## src/common/fetch_pkg.sv

```systemverilog
`default_nettype none

package fetch_pkg;

    localparam int WORD_W = 32;                 // instruction and pc width

    typedef logic [WORD_W-1:0] word_t;          // instruction or data word
    typedef logic [WORD_W-1:0] pc_t;            // byte address
    typedef logic [7:0]        byte_t;          // one load byte

    // all-zero word, shared by cleared memory, held fetch and flush bubbles
    localparam word_t NOP_WORD = '0;

endpackage : fetch_pkg

`default_nettype wire

```

## src/common/if_id_if.sv

```systemverilog
`timescale 1ns/1ns
`default_nettype none

interface if_id_if;
    import fetch_pkg::*;

    logic  valid;                               // fetch slot holds a real instr
    pc_t   pc;                                  // address of instr
    pc_t   pc_plus4;                            // sequential successor
    word_t instr;                               // fetched word

    modport source (
        output valid,
        output pc,
        output pc_plus4,
        output instr
    );

    modport sink (
        input valid,
        input pc,
        input pc_plus4,
        input instr
    );

endinterface : if_id_if

`default_nettype wire

```

## src/rtl/instruction_fetch/instr_mem.sv

```systemverilog
`timescale 1ns/1ns
`default_nettype none

module instr_mem #(
    parameter  int MEM_DEPTH = 64,
    localparam int ADDR_W    = $clog2(MEM_DEPTH)
) (
    input  logic                i_clk,
    input  logic                i_rst,
    input  logic                i_wr_en,        // loader write strobe
    input  logic [ADDR_W-1:0]   i_wr_addr,      // word index
    input  fetch_pkg::word_t    i_wr_data,
    input  logic [ADDR_W-1:0]   i_rd_addr,      // word index from pc
    output fetch_pkg::word_t    o_rd_data
);
    import fetch_pkg::*;

    word_t mem [MEM_DEPTH];                     // program storage

    // whole array goes back to nop on reset, otherwise one word per edge
    always_ff @(posedge i_clk) begin
        if (i_rst) begin
            for (int i = 0; i < MEM_DEPTH; i++) begin
                mem[i] <= NOP_WORD;             // clear every slot
            end
        end else if (i_wr_en) begin
            mem[i_wr_addr] <= i_wr_data;        // loader write
        end
    end

    assign o_rd_data = mem[i_rd_addr];          // async read, same cycle as pc

endmodule : instr_mem

`default_nettype wire

```

## src/rtl/instruction_fetch/instruction_fetch.sv

```systemverilog
`timescale 1ns/1ns
`default_nettype none

module instruction_fetch #(
    parameter  int MEM_DEPTH = 64,
    localparam int ADDR_W    = $clog2(MEM_DEPTH)
) (
    input  logic                i_clk,
    input  logic                i_rst,
    input  logic                i_stall,        // hold pc, from hazard unit
    input  logic                i_loading,      // loader owns memory
    input  logic                i_branch_taken, // redirect request from decode
    input  fetch_pkg::pc_t      i_branch_target,
    input  logic                i_wr_en,        // loader write port
    input  logic [ADDR_W-1:0]   i_wr_addr,
    input  fetch_pkg::word_t    i_wr_data,
    if_id_if.source             o_fetch         // bundle toward IF/ID
);
    import fetch_pkg::*;

    localparam pc_t LAST_PC = pc_t'((MEM_DEPTH - 1) * 4); // byte addr of last word

    pc_t              pc;                       // current fetch address
    pc_t              pc_plus4;                 // adder output
    pc_t              pc_next;                  // selected next pc
    logic [ADDR_W-1:0] rd_addr;                 // word index into memory
    word_t            rd_data;                  // raw memory word

    assign pc_plus4 = pc + pc_t'(4);            // sequential adder
    assign rd_addr  = pc[ADDR_W+1:2];           // drop byte offset

    // next pc priority: loading, stall, branch, wrap, sequential
    always_comb begin
        if (i_loading) begin
            pc_next = '0;                       // park at 0 while loading
        end else if (i_stall) begin
            pc_next = pc;                       // stall wins over branch
        end else if (i_branch_taken) begin
            pc_next = i_branch_target;          // redirect
        end else if (pc == LAST_PC) begin
            pc_next = '0;                       // wrap after last word
        end else begin
            pc_next = pc_plus4;
        end
    end

    always_ff @(posedge i_clk) begin
        if (i_rst) begin
            pc <= '0;
        end else begin
            pc <= pc_next;
        end
    end

    instr_mem #(
        .MEM_DEPTH (MEM_DEPTH)
    ) u_instr_mem (
        .i_clk     (i_clk),
        .i_rst     (i_rst),
        .i_wr_en   (i_wr_en),
        .i_wr_addr (i_wr_addr),
        .i_wr_data (i_wr_data),
        .i_rd_addr (rd_addr),
        .o_rd_data (rd_data)
    );

    assign o_fetch.valid    = ~i_loading;       // nothing real while loading
    assign o_fetch.pc       = pc;
    assign o_fetch.pc_plus4 = pc_plus4;
    assign o_fetch.instr    = i_loading ? NOP_WORD : rd_data; // zero during writes

    // branch targets from decode must keep the pc on a word boundary
    a_pc_aligned : assert property (
        @(posedge i_clk) disable iff (i_rst)
        pc[1:0] == 2'b00
    ) else $error("instruction_fetch: pc not word aligned");

endmodule : instruction_fetch

`default_nettype wire

```

## src/rtl/program_loader.sv

```systemverilog
`timescale 1ns/1ns
`default_nettype none

module program_loader #(
    parameter  int MEM_DEPTH = 64,
    localparam int ADDR_W    = $clog2(MEM_DEPTH)
) (
    input  logic                i_clk,
    input  logic                i_rst,
    input  logic                i_load_en,      // level, loader active
    input  logic                i_load_strobe,  // one byte per strobe
    input  fetch_pkg::byte_t    i_load_byte,
    output logic                o_wr_en,
    output logic [ADDR_W-1:0]   o_wr_addr,
    output fetch_pkg::word_t    o_wr_data,
    output logic                o_loading
);
    import fetch_pkg::*;

    localparam logic [ADDR_W-1:0] LAST_ADDR = ADDR_W'(MEM_DEPTH - 1);

    logic              load_en_q;               // for rise detect
    logic              load_start;              // first cycle of a load
    logic [1:0]        byte_cnt;                // bytes in current word
    logic [1:0]        cnt_cur;                 // count after start clear
    logic [ADDR_W-1:0] word_addr;               // next word slot
    logic [ADDR_W-1:0] addr_cur;
    logic              full;                    // last slot written
    logic              full_cur;
    logic              accept;                  // byte taken this cycle
    logic              word_done;               // fourth byte taken
    logic              wr_pending;              // write next cycle
    logic [ADDR_W-1:0] wr_addr_q;               // slot of pending write
    word_t             word_sr;                 // byte shift register

    assign load_start = i_load_en & ~load_en_q;

    // counters restart on the rising edge of load_en, same-cycle strobe included
    assign cnt_cur   = load_start ? 2'd0 : byte_cnt;
    assign addr_cur  = load_start ? '0 : word_addr;
    assign full_cur  = load_start ? 1'b0 : full;
    assign accept    = i_load_en & i_load_strobe & ~full_cur;
    assign word_done = accept & (cnt_cur == 2'd3);

    always_ff @(posedge i_clk) begin
        if (i_rst) begin
            load_en_q  <= 1'b0;
            byte_cnt   <= '0;
            word_addr  <= '0;
            full       <= 1'b0;
            wr_pending <= 1'b0;
        end else begin
            load_en_q  <= i_load_en;
            wr_pending <= word_done;            // write lands one cycle later
            byte_cnt   <= accept ? cnt_cur + 2'd1 : cnt_cur; // wraps at 4
            full       <= full_cur | (word_done & (addr_cur == LAST_ADDR));
            if (word_done && addr_cur != LAST_ADDR) begin
                word_addr <= addr_cur + 1'b1;
            end else begin
                word_addr <= addr_cur;          // sticks at last slot
            end
        end
    end

    // little-endian packing, first byte ends in bits 7:0
    always_ff @(posedge i_clk) begin
        if (accept) begin
            word_sr <= {i_load_byte, word_sr[WORD_W-1:8]};
        end
        if (word_done) begin
            wr_addr_q <= addr_cur;              // slot for this word
        end
    end

    assign o_wr_en   = wr_pending;
    assign o_wr_addr = wr_addr_q;
    assign o_wr_data = word_sr;                 // complete until next strobe edge
    assign o_loading = i_load_en;

    // load_en has to stay up for the write that follows the last byte
    a_no_write_idle : assert property (
        @(posedge i_clk) disable iff (i_rst)
        o_wr_en |-> i_load_en
    ) else $error("program_loader: write with load_en low");

endmodule : program_loader

`default_nettype wire

```

## src/rtl/if_id_reg.sv

```systemverilog
`timescale 1ns/1ns
`default_nettype none

module if_id_reg (
    input  logic             i_clk,
    input  logic             i_rst,
    input  logic             i_stall,           // hold contents
    input  logic             i_flush,           // squash slot fetched this cycle
    if_id_if.sink            i_fetch,           // bundle from fetch stage
    output logic             o_valid,
    output fetch_pkg::pc_t   o_pc,
    output fetch_pkg::pc_t   o_pc_plus4,
    output fetch_pkg::word_t o_instr
);
    import fetch_pkg::*;

    // valid is control, pc and instr are payload
    always_ff @(posedge i_clk) begin
        if (i_rst) begin
            o_valid <= 1'b0;
        end else if (!i_stall) begin
            o_valid <= i_fetch.valid & ~i_flush; // bubble on flush
        end
    end

    always_ff @(posedge i_clk) begin
        if (!i_stall) begin
            o_pc       <= i_fetch.pc;
            o_pc_plus4 <= i_fetch.pc_plus4;
            if (i_flush) begin
                o_instr <= NOP_WORD;            // squashed slot
            end else begin
                o_instr <= i_fetch.instr;
            end
        end
    end

    // a branch seen by decode must leave a bubble behind it
    a_flush_bubble : assert property (
        @(posedge i_clk) disable iff (i_rst)
        (i_flush && !i_stall) |=> !o_valid
    ) else $error("if_id_reg: valid after unstalled flush");

endmodule : if_id_reg

`default_nettype wire

```

## src/rtl/fetch_top.sv

```systemverilog
`timescale 1ns/1ns
`default_nettype none

module fetch_top #(
    parameter  int MEM_DEPTH = 64,
    localparam int ADDR_W    = $clog2(MEM_DEPTH)
) (
    input  logic             i_clk,
    input  logic             i_rst,
    input  logic             i_load_en,         // loader owns memory
    input  logic             i_load_strobe,
    input  fetch_pkg::byte_t i_load_byte,
    input  logic             i_stall,           // from hazard unit
    input  logic             i_branch_taken,    // from decode
    input  fetch_pkg::pc_t   i_branch_target,
    output logic             o_loading,
    output logic             o_id_valid,
    output fetch_pkg::pc_t   o_id_pc,
    output fetch_pkg::pc_t   o_id_pc_plus4,
    output fetch_pkg::word_t o_id_instr
);
    import fetch_pkg::*;

    logic              wr_en;                   // loader to memory
    logic [ADDR_W-1:0] wr_addr;
    word_t             wr_data;
    logic              loading;                 // load level into fetch

    if_id_if fetch_bus ();                      // fetch stage to IF/ID

    program_loader #(
        .MEM_DEPTH (MEM_DEPTH)
    ) u_loader (
        .i_clk         (i_clk),
        .i_rst         (i_rst),
        .i_load_en     (i_load_en),
        .i_load_strobe (i_load_strobe),
        .i_load_byte   (i_load_byte),
        .o_wr_en       (wr_en),
        .o_wr_addr     (wr_addr),
        .o_wr_data     (wr_data),
        .o_loading     (loading)
    );

    assign o_loading = loading;

    instruction_fetch #(
        .MEM_DEPTH (MEM_DEPTH)
    ) u_fetch (
        .i_clk           (i_clk),
        .i_rst           (i_rst),
        .i_stall         (i_stall),
        .i_loading       (loading),
        .i_branch_taken  (i_branch_taken),
        .i_branch_target (i_branch_target),
        .i_wr_en         (wr_en),
        .i_wr_addr       (wr_addr),
        .i_wr_data       (wr_data),
        .o_fetch         (fetch_bus.source)
    );

    if_id_reg u_if_id (
        .i_clk      (i_clk),
        .i_rst      (i_rst),
        .i_stall    (i_stall),
        .i_flush    (i_branch_taken),           // taken branch squashes next slot
        .i_fetch    (fetch_bus.sink),
        .o_valid    (o_id_valid),
        .o_pc       (o_id_pc),
        .o_pc_plus4 (o_id_pc_plus4),
        .o_instr    (o_id_instr)
    );

endmodule : fetch_top

`default_nettype wire

```

## config.mk

```make
export PLATFORM = sky130hd
export DESIGN_NAME = fetch_top
export DESIGN_NICKNAME = d
export VERILOG_FILES = /design/src/common/fetch_pkg.sv /design/src/common/if_id_if.sv /design/src/rtl/instruction_fetch/instr_mem.sv /design/src/rtl/instruction_fetch/instruction_fetch.sv /design/src/rtl/program_loader.sv /design/src/rtl/if_id_reg.sv /design/src/rtl/fetch_top.sv
export SDC_FILE = /design/constraint.sdc
export NUM_CORES = 2
export LEC_CHECK = 0
export CAP_MARGIN = 25
export CORE_MARGIN = 2
export CORE_UTILIZATION = 25
export CTS_CLUSTER_DIAMETER = 120
export DETAILED_ROUTE_END_ITERATION = 10
export DONT_BUFFER_PORTS = 1
export GPL_TIMING_DRIVEN = 1
export HOLD_SLACK_MARGIN = 0.12
export SYNTH_ARGS = -nofsm -noshare
export SYNTH_HDL_FRONTEND = slang
export SYNTH_SLANG_ARGS = --single-unit
```

## constraint.sdc

```tcl
create_clock -name i_clk -period 5.7 [get_ports i_clk]
set_clock_uncertainty 0.05 [all_clocks]
set_input_delay 0.57 -clock i_clk [delete_from_list [all_inputs] [get_ports i_clk]]
set_output_delay 0.57 -clock i_clk [all_outputs]
set_load 0.02 [all_outputs]
```

# Word level (Yosys, flattened, before mapping)
# Memory sizes are Yosys's and may differ from the RTL's. A register that Yosys moved wholly into a read port is not among the register bits.
# Cells that the tools add are included.
[word_totals]
reg_bits = 146
ramBits = 2048
in_bits = 46
output_inout_bits = 98
word_cells = 50
n_memories = 1
[classes]
addsub = 3
eq_ne = 4
muxes = 15
bitwise_logic = 11
reduce_logical = 5
[memory_table]
columns = ["name", "words", "width", "rd", "rd_ports_with_merged_regs", "wr", "line", "source"]
rows = [
  ["u_fetch.u_instr_mem.mem", 64, 32, 1, 1, 64, "instr_mem.sv:18", "word_t mem [MEM_DEPTH];"],
]
[ops]
columns = ["operator", "count"]
rows = [
  ["$mux W32", 3],
  ["$add A32 B3 Y32 const B", 1],
  ["$eq A32 B8 Y1 const B", 1],
  ["$reduce_or A32 Y1", 1],
  ["$mux W6", 3],
  ["$mux W1", 7],
  ["$add A6 B1 Y6 const B", 1],
  ["$and A1 B1 Y1", 6],
  ["$eq A6 B6 Y1 const B", 1],
  ["$ne A6 B6 Y1 const B", 1],
  ["$mux W2", 2],
  ["$not A1 Y1", 4],
  ["$reduce_or A2 Y1", 2],
  ["$add A2 B1 Y2 const B", 1],
  ["$eq A2 B2 Y1 const B", 1],
  ["$logic_and A1 B1 Y1", 1],
  ["$logic_not A1 Y1", 1],
  ["$or A1 B1 Y1", 1],
]

# Logic depth before layout (Yosys ltp)
[depth]
depth_word = 8
mapped_depth = 11
depth_no_buf = 8

# By module
# From an unflattened synthesis, not the netlist that was laid out.
[unflattened]
cells_unflattened = 6464
area_unflattened_um2 = 99819.5
[by_module_without_submodules]
columns = ["mod", "n_inst", "cells_per_inst", "area_per_inst_um2", "seq_area_each_um2"]
rows = [
  ["instr_mem", 1, 5851, 92289.8, 61499.0],
  ["if_id_reg", 1, 136, 3141.8, 2902.8],
  ["instruction_fetch", 1, 371, 2670.1, 640.6],
  ["program_loader", 1, 106, 1717.9, 1361.3],
]

# Least setup slack after synthesis
# Ideal clock, no wire load.
[synth_timing]
kind = "input -> register"
from = "input i_stall"
to = "register u_fetch.pc[10] (netlist: u_fetch.o_fetch.pc[10])"
setup_ns = 0.077
t_arrival_ns = 4.063
t_required_ns = 5.573
slack_ns = 1.509
path_stages = 5
n_path_buf = 2
path_cell_list = "clkbuf_1 -> inv_1 -> clkbuf_1 -> o21ai_0 -> nor2_1"
[synth_lines]
columns = ["element", "line", "source"]
rows = [
  ["start, declared", "fetch_top.sv:13", "input logic i_stall,"],
  ["end signal, assigned", "instruction_fetch.sv:51", "pc <= pc_next;"],
  ["end, declared", "instruction_fetch.sv:23", "pc_t pc;"],
]

# Worst setup path after layout
[layout_timing]
from = "register u_fetch.pc[3] (netlist: u_fetch.o_fetch.pc[3])"
to = "register u_fetch.pc[10] (netlist: u_fetch.o_fetch.pc[10])"
[layout_via]
elab_chain_cells = 3
word_cells_on_any_way = 4
cone_classes = "add/sub: 1; eq/ne: 1; mux: 2"
[layout_lines]
columns = ["element", "line", "source"]
rows = [
  ["$add A32 B3 Y32 or $eq A32 B8 Y1 (tied branches)", "instruction_fetch.sv:29, instruction_fetch.sv:40", ""],
  ["$mux W32 (*)", "instruction_fetch.sv:40", "end else if (pc == LAST_PC) begin"],
  ["$mux W32 (*)", "instruction_fetch.sv:38", "end else if (i_branch_taken) begin"],
]
# Every way passes the cells marked *; elsewhere a longest branch is shown, timed or not.
# A chain may end at the register's enable or synchronous reset.

==> results.txt <==
----------------------------------------------------
[Cells and area]
  Area of combinational cells with multiple inputs ... 31100 um2
  Register area ... approximately 66000 um2
  Count of nets after finishing ... 6381
  Fraction of final layout cells with drive strength greater than 1 ... 0.189
  Number of standard cells in the layout, taps in and fillers out ... 11784
  Area growth, synth to finish ... 13.8%
  Filler cell count ... between 30000 and 40000

[Timing]
  Worst max-slew margin expressed relative to the limit ... -0.0144
  Minimum clock period ... 4.93 ns
  Least-Margin Pin Slew ... 1.52 ns
  Sum of negative setup slack ... 0 ns
  Final Hold Viols ... 0
  Fmax ... about 200 MHz
  Unrepaired setup endpoints after global routing ... false
  Tcrit/Tclk final ... 0.866
  Endpoints failing setup ... 0
  Count of final max-slew check failures ... 1

[Routing]
  Residual antenna-violating net count after detailed routing ... 0
  DRC marker count from the first detailed-route iteration ... roughly 7400
  Detailed-router iteration count before antenna repair ... 7
  Number of remaining DRC errors ... 0
  Wire length after detailed routing ... between 300 and 400 mm
  Via-per-instance ratio ... 4.80
  Wire length per cell after detailed routing ... 26.4 um
  Routed vias ... roughly 57000

[Worst hold path]
  Path category of the worst min-delay check ... input port to flop
  Worst hold path depth ... 3

[GRT]
  Antenna violations before repair ... 37
  Congestion Overflow GR ... 0
  Overall global routing resource usage ... 0.149
  Global-route wire length before repair ... approximately 440 mm
  Vias in the first global route ... about 57000
  Maximum number of pins on one net before global-route repair ... 76

[Floorplan]
  Std-Cell Core Area ... roughly 400000 um2
  Site row count ... 232
  Vert. Die Dim ... 637 um
  IO Count ... 144
  Overall die area ... between 400000 and 500000 um2
  Die Width ... between 600 and 700 um
  Effective utilization at floorplan ... 0.251

[Synth]
  Number of enable flip-flop cells after synthesis ... roughly 2200
  Share of flip-flops with an asynchronous set or reset ... 0
  Synthesized cell area ... 100000 um2
  Portion of the post-synthesis area used by sequential elements ... 0.662
  Average instance area after synthesis ... 15.5 um2
  Synth Instances ... ~6500
  Top flip-flop cell by instance count after synthesis ... edfxtp_1
  Number of distinct standard cells referenced by the synthesized netlist ... 73
  Syn_nets ... 6500
  Number of storage elements in the synthesis netlist ... roughly 2200
  Synth warnings ... 0

[Clocking]
  TritonCTS clock tree ... done
  Post-CTS sizing ... 0
  Root Buffer ... clkbuf_16
  Post-CTS setup buffer count ... 0
  Worst-path clk slew ... about 0.060 ns
  Max Root-Sink Buffers ... 4
  Clock insertion delay at the later pin of the skew report ... approximately 0.9 ns
  Max H-tree Level ... 4
  Number of clock buffers inserted by TritonCTS ... 228
  Hold buffer count at cts ... 91
  Total clock sinks ... between 2000 and 2500

[Critical path]
  Crit path capture type ... flop
  Worst flop-to-flop path endpoint ... u_fetch.o_fetch.pc[10]
  Cell with the largest stage delay on the worst path ... dfxtp_4
  Number of buffers and inverters on the critical path ... 4
  Worst setup slack for register-to-register paths ... between 0.7 and 0.8 ns
  Setup crit end ... u_fetch.o_fetch.pc[10]
  Register-to-Register Path Depth ... 10
  Worst flop-to-flop path startpoint ... u_fetch.o_fetch.pc[3]
  Family of cells with the greatest summed delay on the critical path ... buffers and inverters
  Critical path data arrival time ... ~5.7 ns
  Crit-path cells ... buf_12 > ha_1 > nand3_2 > or2_1 > o41a_1 > buf_4 > a221oi_2 > dlygate4sd3_1 > nor2_1 > dlygate4sd3_1
  Startpoint type of the worst setup path ... flop
  Start point of the critical path ... u_fetch.o_fetch.pc[3]
  Critical path class ... flop to flop
  Worst Path Required ... ~6.4 ns
  Delay of the slowest cell on the worst path ... 0.71 ns
  Crit-path max FO ... 59
  Number of gates on the worst path with buffers counted ... 10
  CP most frequent cell ... dlygate4sd3_1

[Status]
  Run status ... finished with violations
  Failing checks ... slew limit

[Placement]
  Number of port buffers ... 0
  Routability congestion estimate ... around 0.85
  HPWL reported at the end of detailed placement ... 185 mm
  Number of placed instances with taps included ... 11264

[Pwr]
  Worst ir drop on vdd ... 248 uV
  Power density over the cells ... 308 nW/um2
  Leak pwr ... 39.1 nW

[Flow run]
  Max-cap violations ... 0

----------------------------------------------------
-- kinds of logic (layout without fill, tap and decap cells) --
family                   Yosys count  in the layout  synth area share
multiplexers                     677            677             0.130
AO/OA/AOI/OAI                    336            336            0.0246
adder cells (fa/ha/maj)            3              3          0.000375
other                              0             13                 0
flip-flops                      2224           2224             0.662
XOR/XNOR                          25             25           0.00226
buffers and inverters            665            720            0.0294
AND/OR/NAND/NOR                 2521           2521             0.151
-- per-stage QoR --
stage	util	worst slack (ns)	power, mW	cell area [um2]	hold WS (ns)
2_1_floorplan	-	1.51	20.1	100000	0.353
3_3_place_gp	0.265	0.840	21.0	106000	0.399
3_5_place_dp	0.265	1.74	21.0	106000	0.391
4_1_cts	0.285	0.782	35.2	114000	0.124
5_1_grt	0.286	0.599	35.9	114000	0.154
6_report	0.286	0.766	35.1	114000	0.175
-- layer usage --
metal  vias up  track usage  part of all wire  routed length [um]
li1      23502            -                 -                   -
met1     29745        0.195              0.39              123000
met2      2838        0.238              0.46              144000
met3       496       0.0309             0.095               29700
met4        18       0.0625             0.046               14300
met5         -            0           0.00031                  97
-- where the power goes --
group | switching (mW) | leakage, nW | total (mW) | internal, mW
Clock | 6.38 | 3.36 | 14.3 | 7.92
Combinational | 1.35 | 12.9 | 2.02 | 0.666
Sequential | 0.294 | 22.8 | 18.8 | 18.5
-- synth_stat cells (7+ instances only) --
master,n,area share
nor2b_1,8,0.00050
mux2i_1,135,0.013
nand2_1,153,0.0057
a21oi_1,48,0.0024
a211oi_1,9,0.00067
o21ai_0,36,0.0018
inv_1,9,0.00034
nor4_1,15,0.00094
edfxtp_1,2180,0.65
a32oi_1,20,0.0017
a2111oi_0,10,0.00087
a211o_1,7,0.00061
clkbuf_1,462,0.017
buf_6,21,0.0024
and2_1,2059,0.13
nand4_1,10,0.00062
nor3_1,13,0.00065
buf_1,42,0.0016
buf_2,76,0.0038
a221oi_1,18,0.0016
nand2b_1,9,0.00056
a221oi_2,7,0.0010
o22ai_1,41,0.0026
o21ai_1,14,0.00070
dfxtp_1,44,0.0088
or2_2,70,0.0044
a31o_1,14,0.0012
nor2_1,111,0.0042
o221ai_1,36,0.0031
o31a_1,8,0.00070
a31oi_1,16,0.0010
mux2_2,50,0.0056
xor2_1,8,0.00070
nand3_1,29,0.0014
mux4_2,492,0.11
xnor2_1,16,0.0014
a221o_1,15,0.0015
a22oi_1,16,0.0012
buf_4,53,0.0040
-- layout by cell type, fill, tap and decap left out, types with 15 or more instances in the layout --
| cell | instances |
|---|---|
| clkbuf_16 | 230 |
| o22ai_1 | 41 |
| clkinv_2 | 38 |
| a31oi_1 | 16 |
| mux4_2 | 492 |
| nor2_2 | 64 |
| a32oi_1 | 20 |
| nand3_1 | 29 |
| a221oi_1 | 18 |
| xnor2_1 | 16 |
| nor2_1 | 46 |
| a22oi_1 | 16 |
| or2_2 | 70 |
| nor4_1 | 15 |
| buf_4 | 175 |
| buf_12 | 29 |
| edfxtp_1 | 2180 |
| o21ai_0 | 36 |
| dlygate4sd3_1 | 90 |
| o221ai_1 | 36 |
| nand2_1 | 152 |
| clkbuf_1 | 60 |
| and2_1 | 2059 |
| dfxtp_1 | 39 |
| clkinv_1 | 43 |
| mux2i_1 | 135 |
| a221o_1 | 15 |
| mux2_2 | 50 |
| a21oi_1 | 48 |
-- registers in the layout, indices dropped and copies added, names as in the netlist, 2 cells and up --
signal / count
u_loader.o_wr_data: 32
u_loader.byte_cnt: 2
u_fetch.u_instr_mem.mem: 2048
u_fetch.o_fetch.pc: 32
u_loader.word_addr: 6
u_loader.o_wr_addr: 6
u_if_id.o_instr: 32
u_if_id.o_pc: 30
u_if_id.o_pc_plus4: 32
-- worst min path at each step --
stage | startpoint | end | slack [ns]
after floorplan | u_fetch.o_fetch.pc[15] | u_if_id.o_pc[15] | 0.35
after global placement | u_fetch.o_fetch.pc[1] | u_if_id.o_pc_plus4[1] | 0.40
after detailed placement | u_fetch.o_fetch.pc[0] | u_if_id.o_pc_plus4[0] | 0.39
after CTS | i_stall | u_fetch.o_fetch.pc[30] | 0.12
after global routing | i_stall | u_fetch.o_fetch.pc[31] | 0.15
final | i_stall | u_fetch.o_fetch.pc[30] | 0.17
-- cell type report --
type,instances,area share
Tap cell,5265,0.0578
Multi-Input combinational cell,3562,0.272
Antenna cell,13,0.000285
Timing Repair Buffer,305,0.0266
Sequential cell,2224,0.582
Inverter,11,0.000428
Clock buffer,293,0.0528
Clock inverter,111,0.00761
-- tightest hold or removal path, stage by stage --
cell    delay [ns]
buf_12        0.17
nor2_1        0.17
a32o_1        0.17
Note: power is estimated with default switching activity, not from simulation.
